## src/rtl/icachePkg.sv

```systemverilog
package icachePkg;

  // address split for 64 sets of 32-byte lines
  localparam int AddrWidth    = 32;
  localparam int DataWidth    = 64;
  localparam int LineWidth    = 256;
  localparam int HalfWidth    = 128;
  localparam int TagWidth     = 21;
  localparam int IndexWidth   = 6;
  localparam int OffsetWidth  = 5;
  localparam int BeatsPerLine = 4;

  // offset bits 4:3 pick the word in the line
  typedef struct packed {
    logic [TagWidth-1:0]    tag;
    logic [IndexWidth-1:0]  index;
    logic [OffsetWidth-1:0] offset;
  } cacheAddrFields_t;

  // one address word, raw or split
  typedef union packed {
    logic [AddrWidth-1:0] raw;
    cacheAddrFields_t     fields;
  } cacheAddr_u;

  typedef struct packed {
    cacheAddr_u addr;
  } fetchReq_t;

  typedef struct packed {
    logic [DataWidth-1:0] data;
  } fetchResp_t;

  // len is beats minus one
  typedef struct packed {
    logic [AddrWidth-1:0] addr;
    logic [7:0]           len;
  } memAr_t;

  typedef struct packed {
    logic [DataWidth-1:0] data;
    logic                 last;
  } memR_t;

endpackage

```

## src/rtl/refillBuffer.sv

```systemverilog
`timescale 1ns/1ps

module refillBuffer import icachePkg::*; (
  input  logic                 clk,
  input  logic                 rst_n,
  input  logic                 start_i,
  input  cacheAddr_u           lineAddr_i,
  output logic                 arValid_o,
  input  logic                 arReady_i,
  output memAr_t               ar_o,
  input  logic                 rValid_i,
  output logic                 rReady_o,
  input  memR_t                r_i,
  output logic                 lineDone_o,
  output logic [LineWidth-1:0] line_o
);

  localparam int PtrWidth = $clog2(BeatsPerLine);

  logic                 arValidQ;
  logic                 rReadyQ;
  logic                 lineDoneQ;
  logic [PtrWidth-1:0]  beatPtrQ;
  cacheAddr_u           arAddrQ;
  logic [LineWidth-1:0] lineQ;
  logic                 arFire;
  logic                 beatFire;

  assign arFire   = arValid_o && arReady_i;
  assign beatFire = rValid_i && rReady_o;

  // channel control
  always_ff @(posedge clk or negedge rst_n) begin
    if (!rst_n) begin
      arValidQ  <= 1'b0;
      rReadyQ   <= 1'b0;
      lineDoneQ <= 1'b0;
      beatPtrQ  <= '0;
    end else begin
      lineDoneQ <= beatFire && r_i.last;
      if (start_i) begin
        arValidQ <= 1'b1;
        rReadyQ  <= 1'b1;
        beatPtrQ <= '0;
      end else begin
        if (arFire) begin
          arValidQ <= 1'b0;
        end
        if (beatFire) begin
          beatPtrQ <= beatPtrQ + 1'b1;
          // ready drops once the last beat is in
          if (r_i.last) begin
            rReadyQ <= 1'b0;
          end
        end
      end
    end
  end

  // line address with offset cleared, beats packed low first
  always_ff @(posedge clk) begin
    if (start_i) begin
      arAddrQ.raw <= {lineAddr_i.fields.tag, lineAddr_i.fields.index, OffsetWidth'(0)};
    end
    if (beatFire) begin
      lineQ[beatPtrQ*DataWidth +: DataWidth] <= r_i.data;
    end
  end

  assign arValid_o  = arValidQ;
  assign ar_o.addr  = arAddrQ.raw;
  assign ar_o.len   = 8'(BeatsPerLine - 1);
  assign rReady_o   = rReadyQ;
  assign lineDone_o = lineDoneQ;
  assign line_o     = lineQ;

  // memory must flag last on the fourth beat exactly
  assert property (@(posedge clk) disable iff (!rst_n)
    beatFire |-> r_i.last == (beatPtrQ == PtrWidth'(BeatsPerLine - 1)));

endmodule

```

## config.mk

```make
export PLATFORM = sky130hd
export DESIGN_NAME = refillBuffer
export DESIGN_NICKNAME = d
export VERILOG_FILES = /design/src/rtl/icachePkg.sv /design/src/rtl/refillBuffer.sv
export SDC_FILE = /design/constraint.sdc
export NUM_CORES = 1
export LEC_CHECK = 0
export BUFFER_PORTS_ARGS = -buffer_cell sky130_fd_sc_hd__buf_2
export CORE_AREA = 4 4 170 172
export CTS_CLUSTER_DIAMETER = 80
export DETAILED_ROUTE_END_ITERATION = 7
export DIE_AREA = 0 0 174 176
export PLACE_DENSITY = 0.66
export SYNTH_ARGS = -nofsm -noshare
export SYNTH_HDL_FRONTEND = slang
export SYNTH_SLANG_ARGS = --single-unit
```

## constraint.sdc

```tcl
create_clock -name clk -period 3.1 [get_ports clk]
set_input_delay 0.155 -clock clk [delete_from_list [all_inputs] [get_ports clk]]
set_output_delay 0.155 -clock clk [all_outputs]
set_load 0.03 [all_outputs]
```

==> flow_summary.ini <==
[clock_network]
clock_latency_ps = 540
cts_buffer_depth = 3
cts_sinks = 288
cts_tree = built
clkTransAtPathRegs_ps = 60
post_cts_resized = 0
cts-root-buf = clkbuf_16
post_cts_buffers = 0
cts_htree_levels = 1
holdBufCountCts = 96
cts_buffers = 29

[global_route]
grt.overflow.total = 0
grt_pass1_wl_um = 45570
antenna_found_initial = 0
grt_pass1_vias = 7526
track_usage = 0.1917
grt_max_degree = 72

[setup_path]
crit_arrival_ps = 2860
worstPathMaxFanout = 33
worstSetupPathType = flop to flop
required_ps = 3500
critPathCaptureType = flop
rrSetupSlack_ps = 640
startpoint_type = flop

[power]
switchingPower_uw = 2293
p_per_area_nw_per_um2 = 623.8
seq_power_share = 0.482
pwr-share-clk = 0.393
ir_drop_v = 0.0004512
cellInternalPower_uw = 7083
leakagePower_uw = 0.006763
p_comb_frac = 0.124
sw_frac_of_total = 0.2445

[final_layout]
drive_above_1_share = 0.3977
area_delta_synth_final_pct = 39.18
antennaDiodeCount = 0
final_nets = 1216
final_util = 0.5470

[yosys]
synth_top_family_by_area = simple AND/OR/NAND/NOR gates
syn_avg_cell_area_sq_um = 17.20
synth-adder-area-share = 0.005793
synth_seq_cells = 288
syn_area_sq_um = 10800
ys_types = 22
yosys.area_share.simple = 0.1606
syn_inst = 628
yosysWarnings = 0
yosysSeqAreaShare = 0.7985
synthMuxAreaShare = 0.001043
synth_compound_area_frac = 0.002086
synth_xor_xnor_area_share = 0

[placed_design]
globalplace.congestion = 0.8082
port_buffers = 382
place_ws_ps = 628.0
dp_hpwl_um = 18900

[timing]
rsz0062_at_grt = no
finClkSkew_ps = 8.952
setup_viol = 0
max_clock_freq_mhz = 406.6
period_needed_ps = 2460
period_share = 0.7934
relSlewSlack = 0.4520
whs_ps = 43.33
setup_ws_ps = 640.5
drv_slew = 0
final-hold-violation-count = 0
setup-tns-final_ps = 0
worst_slew_pin_slew_ps = 821.9

[floorplan]
die_width_um = 174
dieArea_sq_um = 30620
design.core.area_sq_um = 27480
dieHeight_um = 176
num_rows = 61
initial_core_util = 0.3930
ioPinCount = 401

[detailed_routing]
drtAntennaViolNets = 0
drt_iter0_markers = 437
vias = 7221
drc = 0
vias_per_cell = 4.896
dr.pass1.iters = 4
wl_per_cell_um = 20.82
routed_wl_um = 30700

[job]
cap_violations = 0

[outcome]
status = complete, no violations

[hold_path]
hp-class = input port to flop
cells in the mapped netlist:
cell type / instances / area [sq um]
mux2_2: 1 / 11.26
edfxtp_1: 283 / 8498
nor2_1: 3 / 11.26
inv_1: 3 / 11.26
and3b_1: 4 / 35.03
o31ai_1: 1 / 7.510
nor4b_4: 1 / 23.77
clkbuf_2: 11 / 55.05
buf_6: 6 / 67.56
nor2b_1: 4 / 25.02
nand4b_1: 1 / 8.760
and4bb_1: 1 / 12.51
nand2_1: 1 / 3.750
ha_1: 5 / 62.56
dfrtp_1: 5 / 125.1
buf_2: 7 / 35.03
buf_4: 16 / 120.1
and3_1: 130 / 813.3
and2_1: 128 / 800.8
conb_1: 2 / 7.510
a21o_1: 2 / 15.01
clkbuf_1: 13 / 48.80
registers in the layout, indices dropped and copies added (netlist names):
register / flops
line_o: 256
arAddrQ: 27
beatPtrQ: 2
arValid_o: 1
lineDone_o: 1
rReady_o: 1
cell families (layout without fill, tap and decap cells):
logic type	Yosys count	after routing
muxes	1	1
other	2	13
and+or+nand+nor	273	273
DFF	288	288
adders and majority gates	5	5
buffers and inverters	56	546
AOI/OAI and AO/OA	3	3
final timing paths:
check	cells after the start	start	endpoint
max reg2reg	5	beatPtrQ[0]$_DFFE_PN0P_	line_o[46]$_DFFE_PP_
min	2	r_i[4]	line_o[3]$_DFFE_PP_
max in group asynchronous	3	rst_n	arValid_o$_DFFE_PN0P_
max	5	beatPtrQ[0]$_DFFE_PN0P_	line_o[46]$_DFFE_PP_
min in group asynchronous	3	rst_n	lineDone_o$_DFF_PN0_
min reg2reg	1	arValid_o$_DFFE_PN0P_	arValid_o$_DFFE_PN0P_
worst max-delay path, cell delays in order, from the launching register on:
cell and delay [ps]:
dfrtp_1 480, inv_1 150, ha_1 390, and4bb_2 840
buf_12 300, and2_1 160
cell usage in the layout, fill, tap and decap left out, types with 3 or more instances in the layout:
| cell type | count |
|---|---|
| buf_2 | 382 |
| edfxtp_1 | 283 |
| and2_1 | 128 |
| and3_1 | 126 |
| dlygate4sd3_1 | 96 |
| clkbuf_16 | 29 |
| conb_1 | 13 |
| buf_4 | 9 |
| bufinv_16 | 6 |
| ha_1 | 5 |
| dfrtp_1 | 5 |
| clkbuf_1 | 5 |
| buf_12 | 5 |
| and3b_1 | 4 |
| and3_4 | 4 |
| inv_1 | 3 |
| clkinvlp_4 | 3 |
| clkinv_2 | 3 |
| clkinv_1 | 3 |
area by class of cell:
class / count / area, sq um
tap: 346 / 432.9
clock buffer: 36 / 772.0
fill: 2191 / 12450
timing repair buffer: 492 / 3040
sequential: 288 / 8623
inverter: 3 / 11.26
clock inverter: 15 / 229.0
multi-input combinational: 295 / 1922
power groups by stage:
stage / clock network [uW] / registers [uW] / logic, uW
global placement: 0 / 4600 / 1060
detailed placement: 0 / 4600 / 1070
floorplan: 0 / 4930 / 347
CTS: 3730 / 4520 / 1170
global route: 3890 / 4540 / 1240
finish: 3690 / 4520 / 1170
per-layer routing:
metal,GRT usage,routed length (um)
met5,0,0
met4,0.07192,1085
met3,0.05268,2770
met2,0.3266,14900
met1,0.2355,11950
per-stage QoR:
step | cell area, sq um | power [uW] | instances
6_report | 15030 | 9376 | 1475
5_1_grt | 15030 | 9666 | 1475
4_1_cts | 15030 | 9422 | 1475
3_5_place_dp | 13070 | 5678 | 1328
3_3_place_gp | 13070 | 5660 | 1328
2_1_floorplan | 10840 | 5281 | 639
Note: power is estimated with default switching activity, not from simulation.
