--- src/rtl/icachePkg.sv ---
package icachePkg;

  // address split for 64 sets of 32-byte lines
  localparam int AddrWidth    = 32;
  localparam int DataWidth    = 64;
  localparam int LineWidth    = 256;
  localparam int HalfWidth    = 128;
  localparam int TagWidth     = 21;
  localparam int IndexWidth   = 6;
  localparam int OffsetWidth  = 5;
  localparam int BeatsPerLine = 4;

  // offset bits 4:3 pick the word in the line
  typedef struct packed {
    logic [TagWidth-1:0]    tag;
    logic [IndexWidth-1:0]  index;
    logic [OffsetWidth-1:0] offset;
  } cacheAddrFields_t;

  // one address word, raw or split
  typedef union packed {
    logic [AddrWidth-1:0] raw;
    cacheAddrFields_t     fields;
  } cacheAddr_u;

  typedef struct packed {
    cacheAddr_u addr;
  } fetchReq_t;

  typedef struct packed {
    logic [DataWidth-1:0] data;
  } fetchResp_t;

  // len is beats minus one
  typedef struct packed {
    logic [AddrWidth-1:0] addr;
    logic [7:0]           len;
  } memAr_t;

  typedef struct packed {
    logic [DataWidth-1:0] data;
    logic                 last;
  } memR_t;

endpackage

--- src/rtl/tagValidArray.sv ---
`timescale 1ns/1ps

module tagValidArray import icachePkg::*; (
  input  logic       clk,
  input  logic       rst_n,
  input  logic       lookupEn_i,
  input  cacheAddr_u lookupAddr_i,
  input  logic       fillEn_i,
  input  logic       fillWay_i,
  input  cacheAddr_u fillAddr_i,
  output logic [1:0] wayHit_o,
  output logic [1:0] wayValid_o
);

  localparam int Sets = 2 ** IndexWidth;

  logic [TagWidth-1:0]      tagMem [2][Sets];
  logic [1:0][Sets-1:0]     validQ;
  logic [1:0][TagWidth-1:0] tagRdQ;
  logic [TagWidth-1:0]      reqTagQ;
  logic [1:0]               validRdQ;

  // valid bits, all sets cleared on reset
  always_ff @(posedge clk or negedge rst_n) begin
    if (!rst_n) begin
      validQ   <= '0;
      validRdQ <= '0;
    end else begin
      if (fillEn_i) begin
        validQ[fillWay_i][fillAddr_i.fields.index] <= 1'b1;
      end
      // snapshot of the looked-up set
      if (lookupEn_i) begin
        validRdQ[0] <= validQ[0][lookupAddr_i.fields.index];
        validRdQ[1] <= validQ[1][lookupAddr_i.fields.index];
      end
    end
  end

  // tag store plus registered read
  always_ff @(posedge clk) begin
    if (fillEn_i) begin
      tagMem[fillWay_i][fillAddr_i.fields.index] <= fillAddr_i.fields.tag;
    end
    if (lookupEn_i) begin
      tagRdQ[0] <= tagMem[0][lookupAddr_i.fields.index];
      tagRdQ[1] <= tagMem[1][lookupAddr_i.fields.index];
      reqTagQ   <= lookupAddr_i.fields.tag;
    end
  end

  // per-way compare on registered values
  always_comb begin
    for (int w = 0; w < 2; w++) begin
      wayHit_o[w] = validRdQ[w] && (tagRdQ[w] == reqTagQ);
    end
  end
  assign wayValid_o = validRdQ;

  // controller must not fill the set it is looking up
  assert property (@(posedge clk) disable iff (!rst_n)
    fillEn_i && lookupEn_i |-> fillAddr_i.fields.index != lookupAddr_i.fields.index);

endmodule

--- config.mk ---
export PLATFORM = sky130hd
export DESIGN_NAME = tagValidArray
export DESIGN_NICKNAME = d
export VERILOG_FILES = /design/src/rtl/icachePkg.sv /design/src/rtl/tagValidArray.sv
export SDC_FILE = /design/constraint.sdc
export NUM_CORES = 2
export LEC_CHECK = 0
export BUFFER_PORTS_ARGS = -buffer_cell sky130_fd_sc_hd__buf_2
export CELL_PAD_IN_SITES_DETAIL_PLACEMENT = 0
export CELL_PAD_IN_SITES_GLOBAL_PLACEMENT = 1
export CORE_MARGIN = 1
export CORE_UTILIZATION = 42
export DETAILED_ROUTE_END_ITERATION = 6
export HOLD_SLACK_MARGIN = 0.1
export PLACE_DENSITY_LB_ADDON = 0.1
export SLEW_MARGIN = 20
export SYNTH_ARGS = -nofsm -noshare
export SYNTH_HDL_FRONTEND = slang
export SYNTH_SLANG_ARGS = --single-unit
--- constraint.sdc ---
create_clock -name clk -period 2.13 [get_ports clk]
set_input_delay 0.426 -clock clk [delete_from_list [all_inputs] [get_ports clk]]
set_output_delay 0.426 -clock clk [all_outputs]
set_load 0.05 [all_outputs]
==> metrics.cfg <==
[run_status]
status=finished with violations
violations=negative setup slack

[logic_synthesis]
synth_top_area_cell=edfxtp_1
synth_cells=4629
yosysUniqueCellTypes=40
ys_seq_elements=2881
synthFlopType=edfxtp_1
avgSynthCellArea_um2=23.67
ys_seq_area_share_pct=78.37
yosys.area.top_type_share_pct=75.40
synth.top_cells.by_area=edfxtp_1 75%, mux4_2 17%, dfrtp_1 3.0%, a22oi_1 0.97%, or2_2 0.73%
syn-cell-area_mm2=0.1096
yosys_warnings=0
synthArstFlopShare_pct=4.512
synth_edf_count=2751
syn_nets=4698

[critical_path]
setup.worst_path.end=wayHit_o[0]
worstPathMaxFanout=1
path_class=register to primary output
startpoint=tagRdQ[11]
r2r_end=tagRdQ[40]
cp-start-kind=register
end_kind=primary output
r2r_slack_ns=-0.26
critPathRequiredTime_ns=1.70
r2r-start=tagMem[1][1216]
reg2reg_depth=5
worst_ep_arrival_time_ns=2.75

[clock_tree]
clk_pin_slew_ns=0.06
htree_levels=5
cts_root_buf=clkbuf_16
cts_made_buffers=321
clock-sinks=2881
clk_latency_ns=0.94
cts_buffer_depth=4
cts_tree=done

[power]
swShare_pct=21.54
peakVddDrop_mv=0.8403
clockPowerShare_pct=42.2
intPower_mw=96.03
p_leak_nw=43.49
p_per_area_mw_per_mm2=917.4
seq_power_share_pct=51.6
p_sw_mw=26.37
combPwrFrac_pct=6.2

[sta]
fmax_mhz=314.6
setup_violations=14
slew_viol_final=0
layout_worst_path_cycle_share_pct=149.2
tightest_slew_ns=0.7868
finalClockSkew_ns=0.05547
hold_viol=0
rsz0062_at_grt=yes
hold_slack_ns=0.1678
final.setup.worst_slack_ns=-1.048
relSlewSlack_pct=47.55
fin_crit_ns=3.178
finalSetupTns_ns=-3.234

[global_route]
grt_overflow_total=0
grt_max_degree=129
grt_usage_pct=24.24
grt_pass1_wl_um=441200
antenna_found_initial=21
grt_pass1_vias=54850

[floorplanning]
start_util_pct=42.22
rows=187
num_io_pins=73
die_w_um=512.7
die_h_um=512.7
core-area_mm2=0.2595
die-area_mm2=0.2629

[cells_and_area]
fin_nets=5594
drive_gt1_share_pct=40.68
stdcell_count=9159
area_growth_pct=21.78
design_area_mm2=0.1334

[place]
dp_hpwl_um=197600
gp_congestion=0.7915
dp.cells=8558
postPlaceCellArea_mm2=0.1230
io_buffers=62

[routing]
drc_errors=0
vias=53010
wl_per_cell_um=34.50
wirelength_um=316000
final_antenna_net_count=0
first_pass_iters=5
routed_via_density=5.788
drtIter0Drc=5303

[worst_hold_path]
hold_path_class=input port to asynchronous set/reset pin

[flow_run]
max_cap_viol_count=0

[worst max-delay path, stage by stage (launching register included)]
cell and delay, ns:
edfxtp_1 0.38, buf_4 0.18, xor2_1 0.18, nor4_4 0.31, buf_4 0.16, nand4_1 0.09
buf_6 0.16, nor2_4 0.09, buf_8 0.14, buf_12 0.14
[worst min path at each step]
stage	slack, ns	depth (start not counted)	startpoint	to
2_1_floorplan	0.13	0	rst_n	validQ[0]
3_3_place_gp	0.41	1	rst_n	validQ[92]
3_5_place_dp	0.41	1	rst_n	validQ[92]
4_1_cts	0.12	3	rst_n	validQ[126]
5_1_grt	0.15	3	lookupAddr_i[10]	tagRdQ[0]
6_report	0.17	3	rst_n	validQ[89]
[power by group through the flow]
stage	Combinational, mW	Sequential, mW	Clock [mW]
after detailed placement	7.55	64.3	0
after CTS	7.72	63.1	52.7
after global placement	7.48	64.3	0
after floorplan	3.59	64.1	0
after global routing	8.05	63.1	54.7
final	7.63	63.1	51.7
[layout by cell type (no fill, tap or decap), drive strengths merged, types with 29 or more instances in the layout]
| cell | Yosys | layout |
|---|---|---|
| a22oi | 142 | 142 |
| buf | 140 | 766 |
| clkbuf | 97 | 395 |
| clkinv | 0 | 123 |
| dfrtp | 130 | 130 |
| dlygate4sd3 | 0 | 44 |
| edfxtp | 2751 | 2751 |
| mux4 | 808 | 808 |
| nand2 | 67 | 67 |
| nand3 | 32 | 32 |
| nor2 | 139 | 139 |
| nor2b | 29 | 29 |
| or2 | 128 | 128 |
| xor2 | 40 | 40 |
[cell usage after synthesis (2+ instances only)]
| cell | instances |
|---|---|
| buf_1 | 34 |
| buf_6 | 7 |
| a22o_1 | 19 |
| o21ai_0 | 4 |
| nor2_1 | 139 |
| buf_4 | 47 |
| nand3_1 | 32 |
| nand4_1 | 4 |
| buf_2 | 52 |
| o211ai_1 | 2 |
| clkbuf_1 | 97 |
| a21oi_1 | 6 |
| o22ai_1 | 4 |
| dfrtp_1 | 130 |
| a221oi_1 | 23 |
| xor2_1 | 40 |
| a211oi_1 | 4 |
| o221ai_1 | 2 |
| nor3_1 | 7 |
| a31oi_1 | 2 |
| mux4_2 | 808 |
| nand2_1 | 67 |
| o2111ai_1 | 2 |
| or2_2 | 128 |
| a311oi_1 | 2 |
| nor2b_1 | 29 |
| mux2i_1 | 6 |
| edfxtp_1 | 2751 |
| a221o_1 | 2 |
| a2111oi_0 | 4 |
| and2_1 | 4 |
| mux2_2 | 8 |
| xnor2_1 | 2 |
| nand2b_1 | 3 |
| and3_1 | 3 |
| a22oi_1 | 142 |
| nor4_1 | 10 |
[logic make-up after synthesis]
logic type             count (synthesis)  synth area share, %
AO/OA/AOI/OAI                        219                1.536
XOR/XNOR                              42               0.3358
buffers and inverters                237                1.080
flip-flops                          2881                78.37
multiplexers                         822                16.75
AND/OR/NAND/NOR                      428                1.930
[per-layer routing]
metal | vias to the layer above | wire length (um) | track usage, %
met1 | 29410 | 136000 | 34.21
li1 | 21650 | - | -
met3 | 387 | 15670 | 3.163
met2 | 1564 | 157600 | 40.36
met5 | - | 0 | 0
met4 | 0 | 6699 | 5.384
[metrics by stage]
| stage | utilization (%) | setup WS (ns) | total power, mW |
|---|---|---|---|
| finish | 51.42 | -1.048 | 122.4 |
| global route | 51.41 | -1.188 | 125.9 |
| CTS | 51.36 | -1.149 | 123.5 |
| detailed placement | 47.40 | -1.497 | 71.83 |
| global placement | 47.40 | -1.506 | 71.75 |
| floorplan | - | -0.2969 | 67.68 |
[sequential cells by signal, summed over array words and instances, names as in the netlist]
signal / count
reqTagQ: 21
tagMem: 2688
tagRdQ: 42
wayValid_o: 2
validQ: 128
[area by class of cell]
class | count | area, um^2
fill | 20300 | 126100
sequential | 2881 | 85860
multi-input combinational | 1511 | 23440
timing repair buffer | 810 | 10250
clock buffer | 395 | 8508
tap | 3402 | 4257
clock inverter | 150 | 1084
antenna | 10 | 25.02
[timing repair]
item | CTS | global route
buffers inserted | 2 | 0
hold endpoints to repair | 869 | 0
resized for setup | 50 | 29
hold buffers | 45 | 0
setup endpoints to repair | 24 | 30
pin swaps | 21 | 4
(Power assumes the default switching activity.)
