`src/rtl/icachePkg.sv`:
```
package icachePkg;

  // address split for 64 sets of 32-byte lines
  localparam int AddrWidth    = 32;
  localparam int DataWidth    = 64;
  localparam int LineWidth    = 256;
  localparam int HalfWidth    = 128;
  localparam int TagWidth     = 21;
  localparam int IndexWidth   = 6;
  localparam int OffsetWidth  = 5;
  localparam int BeatsPerLine = 4;

  // offset bits 4:3 pick the word in the line
  typedef struct packed {
    logic [TagWidth-1:0]    tag;
    logic [IndexWidth-1:0]  index;
    logic [OffsetWidth-1:0] offset;
  } cacheAddrFields_t;

  // one address word, raw or split
  typedef union packed {
    logic [AddrWidth-1:0] raw;
    cacheAddrFields_t     fields;
  } cacheAddr_u;

  typedef struct packed {
    cacheAddr_u addr;
  } fetchReq_t;

  typedef struct packed {
    logic [DataWidth-1:0] data;
  } fetchResp_t;

  // len is beats minus one
  typedef struct packed {
    logic [AddrWidth-1:0] addr;
    logic [7:0]           len;
  } memAr_t;

  typedef struct packed {
    logic [DataWidth-1:0] data;
    logic                 last;
  } memR_t;

endpackage

```
`src/rtl/cacheCtrl.sv`:
```
`timescale 1ns/1ps

module cacheCtrl import icachePkg::*; #(
  parameter logic [15:0] LfsrSeed = 16'hace1
) (
  input  logic                      clk,
  input  logic                      rst_n,
  input  logic                      reqValid_i,
  output logic                      reqReady_o,
  input  fetchReq_t                 req_i,
  output logic                      respValid_o,
  input  logic                      respReady_i,
  output fetchResp_t                resp_o,
  output logic                      lookupEn_o,
  output cacheAddr_u                lookupAddr_o,
  input  logic [1:0]                wayHit_i,
  input  logic [1:0]                wayValid_i,
  output logic                      fillEn_o,
  output logic                      fillWay_o,
  output cacheAddr_u                fillAddr_o,
  output logic                      refillStart_o,
  input  logic                      refillDone_i,
  input  logic [LineWidth-1:0]      refillLine_i,
  output logic [3:0]                sramEn_o,
  output logic [3:0]                sramWe_o,
  output logic [IndexWidth-1:0]     sramAddr_o,
  output logic [LineWidth-1:0]      sramWdata_o,
  input  logic [1:0][LineWidth-1:0] sramRdata_i
);

  typedef enum logic [2:0] {
    Idle,
    Compare,
    MissWait,
    Fill,
    Replay
  } ctrlState_e;

  ctrlState_e           stateQ;
  ctrlState_e           stateD;
  cacheAddr_u           reqAddrQ;
  logic                 reqFire;
  logic                 anyHit;
  logic                 victimD;
  logic                 victimQ;
  logic [15:0]          lfsrQ;
  logic [3:0]           fillMask;
  logic [LineWidth-1:0] hitLine;

  assign anyHit = |wayHit_i;

  // new request only when idle or a hit is leaving this cycle
  always_comb begin
    unique case (stateQ)
      Idle:    reqReady_o = 1'b1;
      Compare: reqReady_o = anyHit && respReady_i;
      default: reqReady_o = 1'b0;
    endcase
  end
  assign reqFire = reqValid_i && reqReady_o;

  always_comb begin
    stateD = stateQ;
    unique case (stateQ)
      Idle: begin
        if (reqFire) begin
          stateD = Compare;
        end
      end
      Compare: begin
        if (!anyHit) begin
          stateD = MissWait;
        end else if (respReady_i) begin
          // stay here when streaming hits
          stateD = reqFire ? Compare : Idle;
        end
      end
      MissWait: begin
        if (refillDone_i) begin
          stateD = Fill;
        end
      end
      Fill:    stateD = Replay;
      Replay:  stateD = Compare;
      default: stateD = Idle;
    endcase
  end

  always_ff @(posedge clk or negedge rst_n) begin
    if (!rst_n) begin
      stateQ <= Idle;
      lfsrQ  <= LfsrSeed;
    end else begin
      stateQ <= stateD;
      // free-running, taps 16 14 13 11
      lfsrQ  <= {lfsrQ[14:0], lfsrQ[15] ^ lfsrQ[13] ^ lfsrQ[12] ^ lfsrQ[10]};
    end
  end

  // victim: lowest invalid way, else random
  always_comb begin
    if (!wayValid_i[0]) begin
      victimD = 1'b0;
    end else if (!wayValid_i[1]) begin
      victimD = 1'b1;
    end else begin
      victimD = lfsrQ[0];
    end
  end

  // request address and victim held for the whole miss
  always_ff @(posedge clk) begin
    if (reqFire) begin
      reqAddrQ <= req_i.addr;
    end
    if (refillStart_o) begin
      victimQ <= victimD;
    end
  end

  // lookup from the request port, or replay of the latched miss
  assign lookupEn_o   = reqFire || (stateQ == Replay);
  assign lookupAddr_o = (stateQ == Replay) ? reqAddrQ : req_i.addr;

  assign refillStart_o = (stateQ == Compare) && !anyHit;
  assign fillEn_o      = (stateQ == Fill);
  assign fillWay_o     = victimQ;
  assign fillAddr_o    = reqAddrQ;

  // sram order: way0 lo, way0 hi, way1 lo, way1 hi
  assign fillMask    = victimQ ? 4'b1100 : 4'b0011;
  assign sramWe_o    = fillEn_o ? fillMask : 4'b0000;
  assign sramWdata_o = refillLine_i;

  always_comb begin
    if (fillEn_o) begin
      sramEn_o   = fillMask;
      sramAddr_o = reqAddrQ.fields.index;
    end else begin
      sramEn_o   = lookupEn_o ? 4'b1111 : 4'b0000;
      sramAddr_o = lookupAddr_o.fields.index;
    end
  end

  // word comes from the sram read register of the hitting way
  assign hitLine     = wayHit_i[1] ? sramRdata_i[1] : sramRdata_i[0];
  assign resp_o.data = hitLine[reqAddrQ.fields.offset[OffsetWidth-1 -: 2]*DataWidth +: DataWidth];
  assign respValid_o = (stateQ == Compare) && anyHit;

  // a tag lives in one way only
  assert property (@(posedge clk) disable iff (!rst_n)
    !(&wayHit_i));

  // stalled response must not move
  assert property (@(posedge clk) disable iff (!rst_n)
    respValid_o && !respReady_i |=> respValid_o && $stable(resp_o));

endmodule

```
`config.mk`:
```
export PLATFORM = sky130hd
export DESIGN_NAME = cacheCtrl
export DESIGN_NICKNAME = d
export VERILOG_FILES = /design/src/rtl/icachePkg.sv /design/src/rtl/cacheCtrl.sv
export SDC_FILE = /design/constraint.sdc
export NUM_CORES = 1
export LEC_CHECK = 0
export ABC_CLOCK_PERIOD_IN_PS = 6000
export BUFFER_PORTS_ARGS = -buffer_cell sky130_fd_sc_hd__buf_4
export CAP_MARGIN = 10
export CORE_AREA = 2 2 467 469
export CTS_CLUSTER_DIAMETER = 150
export DETAILED_ROUTE_END_ITERATION = 10
export DIE_AREA = 0 0 469 471
export GPL_TIMING_DRIVEN = 0
export PLACE_DENSITY = 0.3
export SKIP_CTS_REPAIR_TIMING = 1
export SLEW_MARGIN = 10
export SYNTH_ARGS = -nofsm -noshare
export SYNTH_HDL_FRONTEND = slang
export SYNTH_SLANG_ARGS = --single-unit
export TNS_END_PERCENT = 5
```
`constraint.sdc`:
```
create_clock -name clk -period 6 [get_ports clk]
set_clock_uncertainty 0.05 [all_clocks]
set_input_delay 1.8 -clock clk [delete_from_list [all_inputs] [get_ports clk]]
set_output_delay 1.8 -clock clk [all_outputs]
set_load 0.005 [all_outputs]
```
==> results.txt <==
* Status: finished, final reports clean
- After detailed routing, the number of remaining DRC violations is 0.
- Entering global routing, the biggest net connects 24 pins.
* Length of the first detailed-routing pass in iterations: 5
- Summed over all failing endpoints, the final setup total negative slack is 0 ps.
- Buffers placed on the I/O ports in this run total between 900 and 1k.
- Clock tree from TritonCTS: done
- The cell sitting at the root of the clock tree is a sky130_fd_sc_hd__clkbuf_16.
* Number of instances on the worst hold path: 0
- Routability-driven placement finished with a final weighted congestion of around 1.1.
* CTS sink count: 52
- Dividing the detail-routed wire length by the instance count gives 32.1 um.
- The first global-routing pass estimated 164,000 um of wire.
- Maximum capacitance violations: 0
* Number of vias per cell after detailed routing: 2.38
- Worst setup slack for register-to-register paths: 3830 ps
* Setup-violating endpoint count in the final report: 0
- Number of nets in the synthesized netlist: 1,428
- With fillers left out, the area of the finished cells amounts to ~19,000 um^2.
- For this run, the number of Yosys warnings is 0.
* I/O pin count: 1,213
- Die area: 221,000 um^2
- Largest fanout on the critical path: 10
* Global-route congestion overflow total: 0
- First-iteration detailed-routing DRC count: 610
- From bottom edge to top edge, the die measures 471 um.
- Initial antenna violation count: approximately 190
* Detail Placement HPWL: 135,000 um
- In this run the cell area of the synthesized design comes to 7940 um^2.
* Net count of the finished layout: 2,396
- IR analysis of the VDD net gives a maximum drop of 0.0920 mV.
- Hold Fails Final Rpt: 0
* Pin slew with the least headroom to its limit: 1040 ps
* Number of cell rows: 171
- Across all layers, the routed design uses 10.7k vias.
- Crit Path Class: primary input to primary output
- Crit share post-route: 0.947
* Worst relative slew slack: 0.302
* FMAX: 176 MHz
* Effective utilization at floorplan: 0.0367
* Skew-Pair Late Insertion Delay: approximately 340 ps
- The worst path in the final design needs a cycle of 5680 ps, including I/O delays and setup.
* Required time of the critical path: 4150 ps
- Highest cell delay on the worst timing path: 490 ps
- Pwr dens: 169 nW/um^2
- Instance area at placement: 18,800 um^2
- The startpoint identified for the worst register-to-register timing path is stateQ[1].
- In this run the critical register-to-register path is captured at fillAddr_o[9].
* Hold endpoint: lfsrQ[9]
- The number of pins exceeding their max-slew limit in the final report was 0.
* Post-synthesis sequential area ratio: 0.186
- TritonCTS created 5 clock buffers.
- The H-tree was split into 2 levels.
- After technology mapping, the gate count stands at 619.
- Clock-pin slew was measured on the worst setup and hold paths at ~70 ps.
- For this design the static power due to leakage is 7.99 nW.
- Via count of the first global-routing pass: 10.6k
- Std-Cell Core Area: 216,000 um^2
* Average size of a mapped cell: 12.8 um^2
* Area delta synth->final: 140%
- R2R cell count: 5
* Arrival time worst endpoint: ~3800 ps
* Class of the most critical hold timing path: flop to flop
- Slowest-stage cell, CP: sky130_fd_sc_hd__or3b_2
- In this run the horizontal extent of the chip is 469 um.
- In the global route stage, overall resource usage came out at 0.123.
- Summed over all layers, the routed wires come to approximately 140,000 um.
- Counting along the longest clock path gives a buffer depth of 2.
* Launch point of the worst hold path: lfsrQ[8]
- The synthesized design contains 52 register bits.
- Critical path startpoint category: primary input
- Counting distinct cell types in the post-synthesis netlist gives 33.
* Type of destination of the critical path: primary output
- The signal on the critical path passes through buf_2 > buf_6 > buf_6 > o21ai_2 > or3b_2 > o221ai_1 > buf_4 > buf_4.
- Setup repair after global routing missed its margin: false
* Count of nets left with antenna violations after detail routing: 0
- Fraction of layout instances using a drive strength above 1: 0.945
## worst max-delay path: cells and delay by family
family | cells | cell delay (ps)
buffers and inverters | 5 | 990
AO/OA/AOI/OAI | 2 | 490
AND/OR/NAND/NOR | 1 | 490
## Yosys cell counts
library cell,n,area (um^2)
sky130_fd_sc_hd__o21ai_2,1,8.76
sky130_fd_sc_hd__dfrtp_1,11,275
sky130_fd_sc_hd__xnor2_1,2,17.5
sky130_fd_sc_hd__o21a_1,1,7.51
sky130_fd_sc_hd__dfstp_2,8,210
sky130_fd_sc_hd__nor2_1,4,15.0
sky130_fd_sc_hd__nor3_1,1,5.00
sky130_fd_sc_hd__or2_2,1,6.26
sky130_fd_sc_hd__clkbuf_1,18,67.6
sky130_fd_sc_hd__buf_6,11,124
sky130_fd_sc_hd__o221ai_1,1,8.76
sky130_fd_sc_hd__o211ai_1,1,7.51
sky130_fd_sc_hd__buf_1,3,11.3
sky130_fd_sc_hd__buf_4,260,1950
sky130_fd_sc_hd__or3b_2,1,8.76
sky130_fd_sc_hd__and3b_1,1,8.76
sky130_fd_sc_hd__inv_1,4,15.0
sky130_fd_sc_hd__and2_1,1,6.26
sky130_fd_sc_hd__xor2_1,1,8.76
sky130_fd_sc_hd__mux4_2,128,2880
sky130_fd_sc_hd__o22a_1,1,8.76
sky130_fd_sc_hd__nand2_1,2,7.51
sky130_fd_sc_hd__or3_1,1,6.26
sky130_fd_sc_hd__o2bb2ai_1,1,8.76
sky130_fd_sc_hd__mux2_2,102,1150
sky130_fd_sc_hd__edfxtp_1,33,991
sky130_fd_sc_hd__nand3b_1,2,15.0
sky130_fd_sc_hd__nand2b_1,2,12.5
sky130_fd_sc_hd__buf_2,11,55.1
sky130_fd_sc_hd__a21boi_0,2,15.0
sky130_fd_sc_hd__nor3b_2,1,12.5
sky130_fd_sc_hd__and3_1,1,6.26
sky130_fd_sc_hd__a21oi_1,1,5.00
## worst max path at each step
stage                startpoint          end  slack (ps)  cells past startpoint
floorplan           wayHit_i[1]  sramEn_o[1]         980                      7
global placement    wayHit_i[1]  sramEn_o[1]         190                      8
detailed placement  wayHit_i[1]  sramEn_o[1]         200                      8
CTS                 wayHit_i[1]  sramEn_o[1]         180                      8
global route        wayHit_i[1]  sramEn_o[1]         180                      8
finish              wayHit_i[1]  sramEn_o[1]         320                      8
## routing by layer
layer  global-route usage  vias to the layer above  part of all wire
li1                     -                     4113                 -
met1                0.138                     5120              0.38
met2                0.201                     1113              0.46
met3               0.0755                      265              0.14
met4               0.0214                       74             0.018
met5              0.00198                        -            0.0036
## flip-flops by register name (all words and copies together) (netlist names)
register	cells
stateQ	3
fillWay_o	1
fillAddr_o	32
lfsrQ	16
## cell families after synthesis
kind of cell	share of synthesized area
muxes	0.508
DFF	0.186
AOI/OAI and AO/OA	0.00883
buffers and inverters	0.280
xor gates and xnor gates	0.00331
and+or+nand+nor	0.0139
## where the power goes
group | internal (W) | total (W) | switching [W] | leakage [nW]
clock | 0.000160 | 0.000340 | 0.000180 | 0.0722
combinational | 0.00123 | 0.00238 | 0.00114 | 7.37
sequential | 0.000462 | 0.000502 | 0.0000400 | 0.545
total | 0.00186 | 0.00322 | 0.00136 | 7.99
## per-stage QoR
step,setup slack (ps),utilization,hold WS (ps),instances,power (W)
after detailed placement,197,0.0870,285,4434,0.00298
after CTS,184,0.0877,302,4442,0.00335
final,317,0.0883,300,4488,0.00322
after global placement,189,0.0864,282,4428,0.00295
after global routing,181,0.0879,309,4458,0.00340
after floorplan,976,-,281,619,0.00136
## cell usage in the layout (no fill, tap or decap), types with 2 or more instances in the layout
master and instances:
sky130_fd_sc_hd__buf_12 4, sky130_fd_sc_hd__buf_2 13, sky130_fd_sc_hd__buf_4 1216, sky130_fd_sc_hd__buf_6 11, sky130_fd_sc_hd__clkbuf_1 13, sky130_fd_sc_hd__clkbuf_16 5, sky130_fd_sc_hd__clkbuf_2 5, sky130_fd_sc_hd__dfrtp_1 11
sky130_fd_sc_hd__dfstp_2 8, sky130_fd_sc_hd__diode_2 46, sky130_fd_sc_hd__edfxtp_1 33, sky130_fd_sc_hd__inv_1 4, sky130_fd_sc_hd__mux2_2 102, sky130_fd_sc_hd__mux4_2 128, sky130_fd_sc_hd__nand2_1 2, sky130_fd_sc_hd__nand2b_1 2
sky130_fd_sc_hd__nand3b_1 2, sky130_fd_sc_hd__nor2_1 4, sky130_fd_sc_hd__xnor2_1 2
## cell type report
type | count | area, um^2
diodes | 46 | 115
plain buffers | 303 | 2220
clock buffers | 5 | 125
clock inverters | 3 | 27.5
fillers | 25200 | 197000
inverters | 4 | 15.0
multi-input cells | 260 | 4240
flip-flops and latches | 52 | 1480
well taps | 2854 | 3570
repair buffers | 961 | 7280
Note: power is estimated with default switching activity, not from simulation.
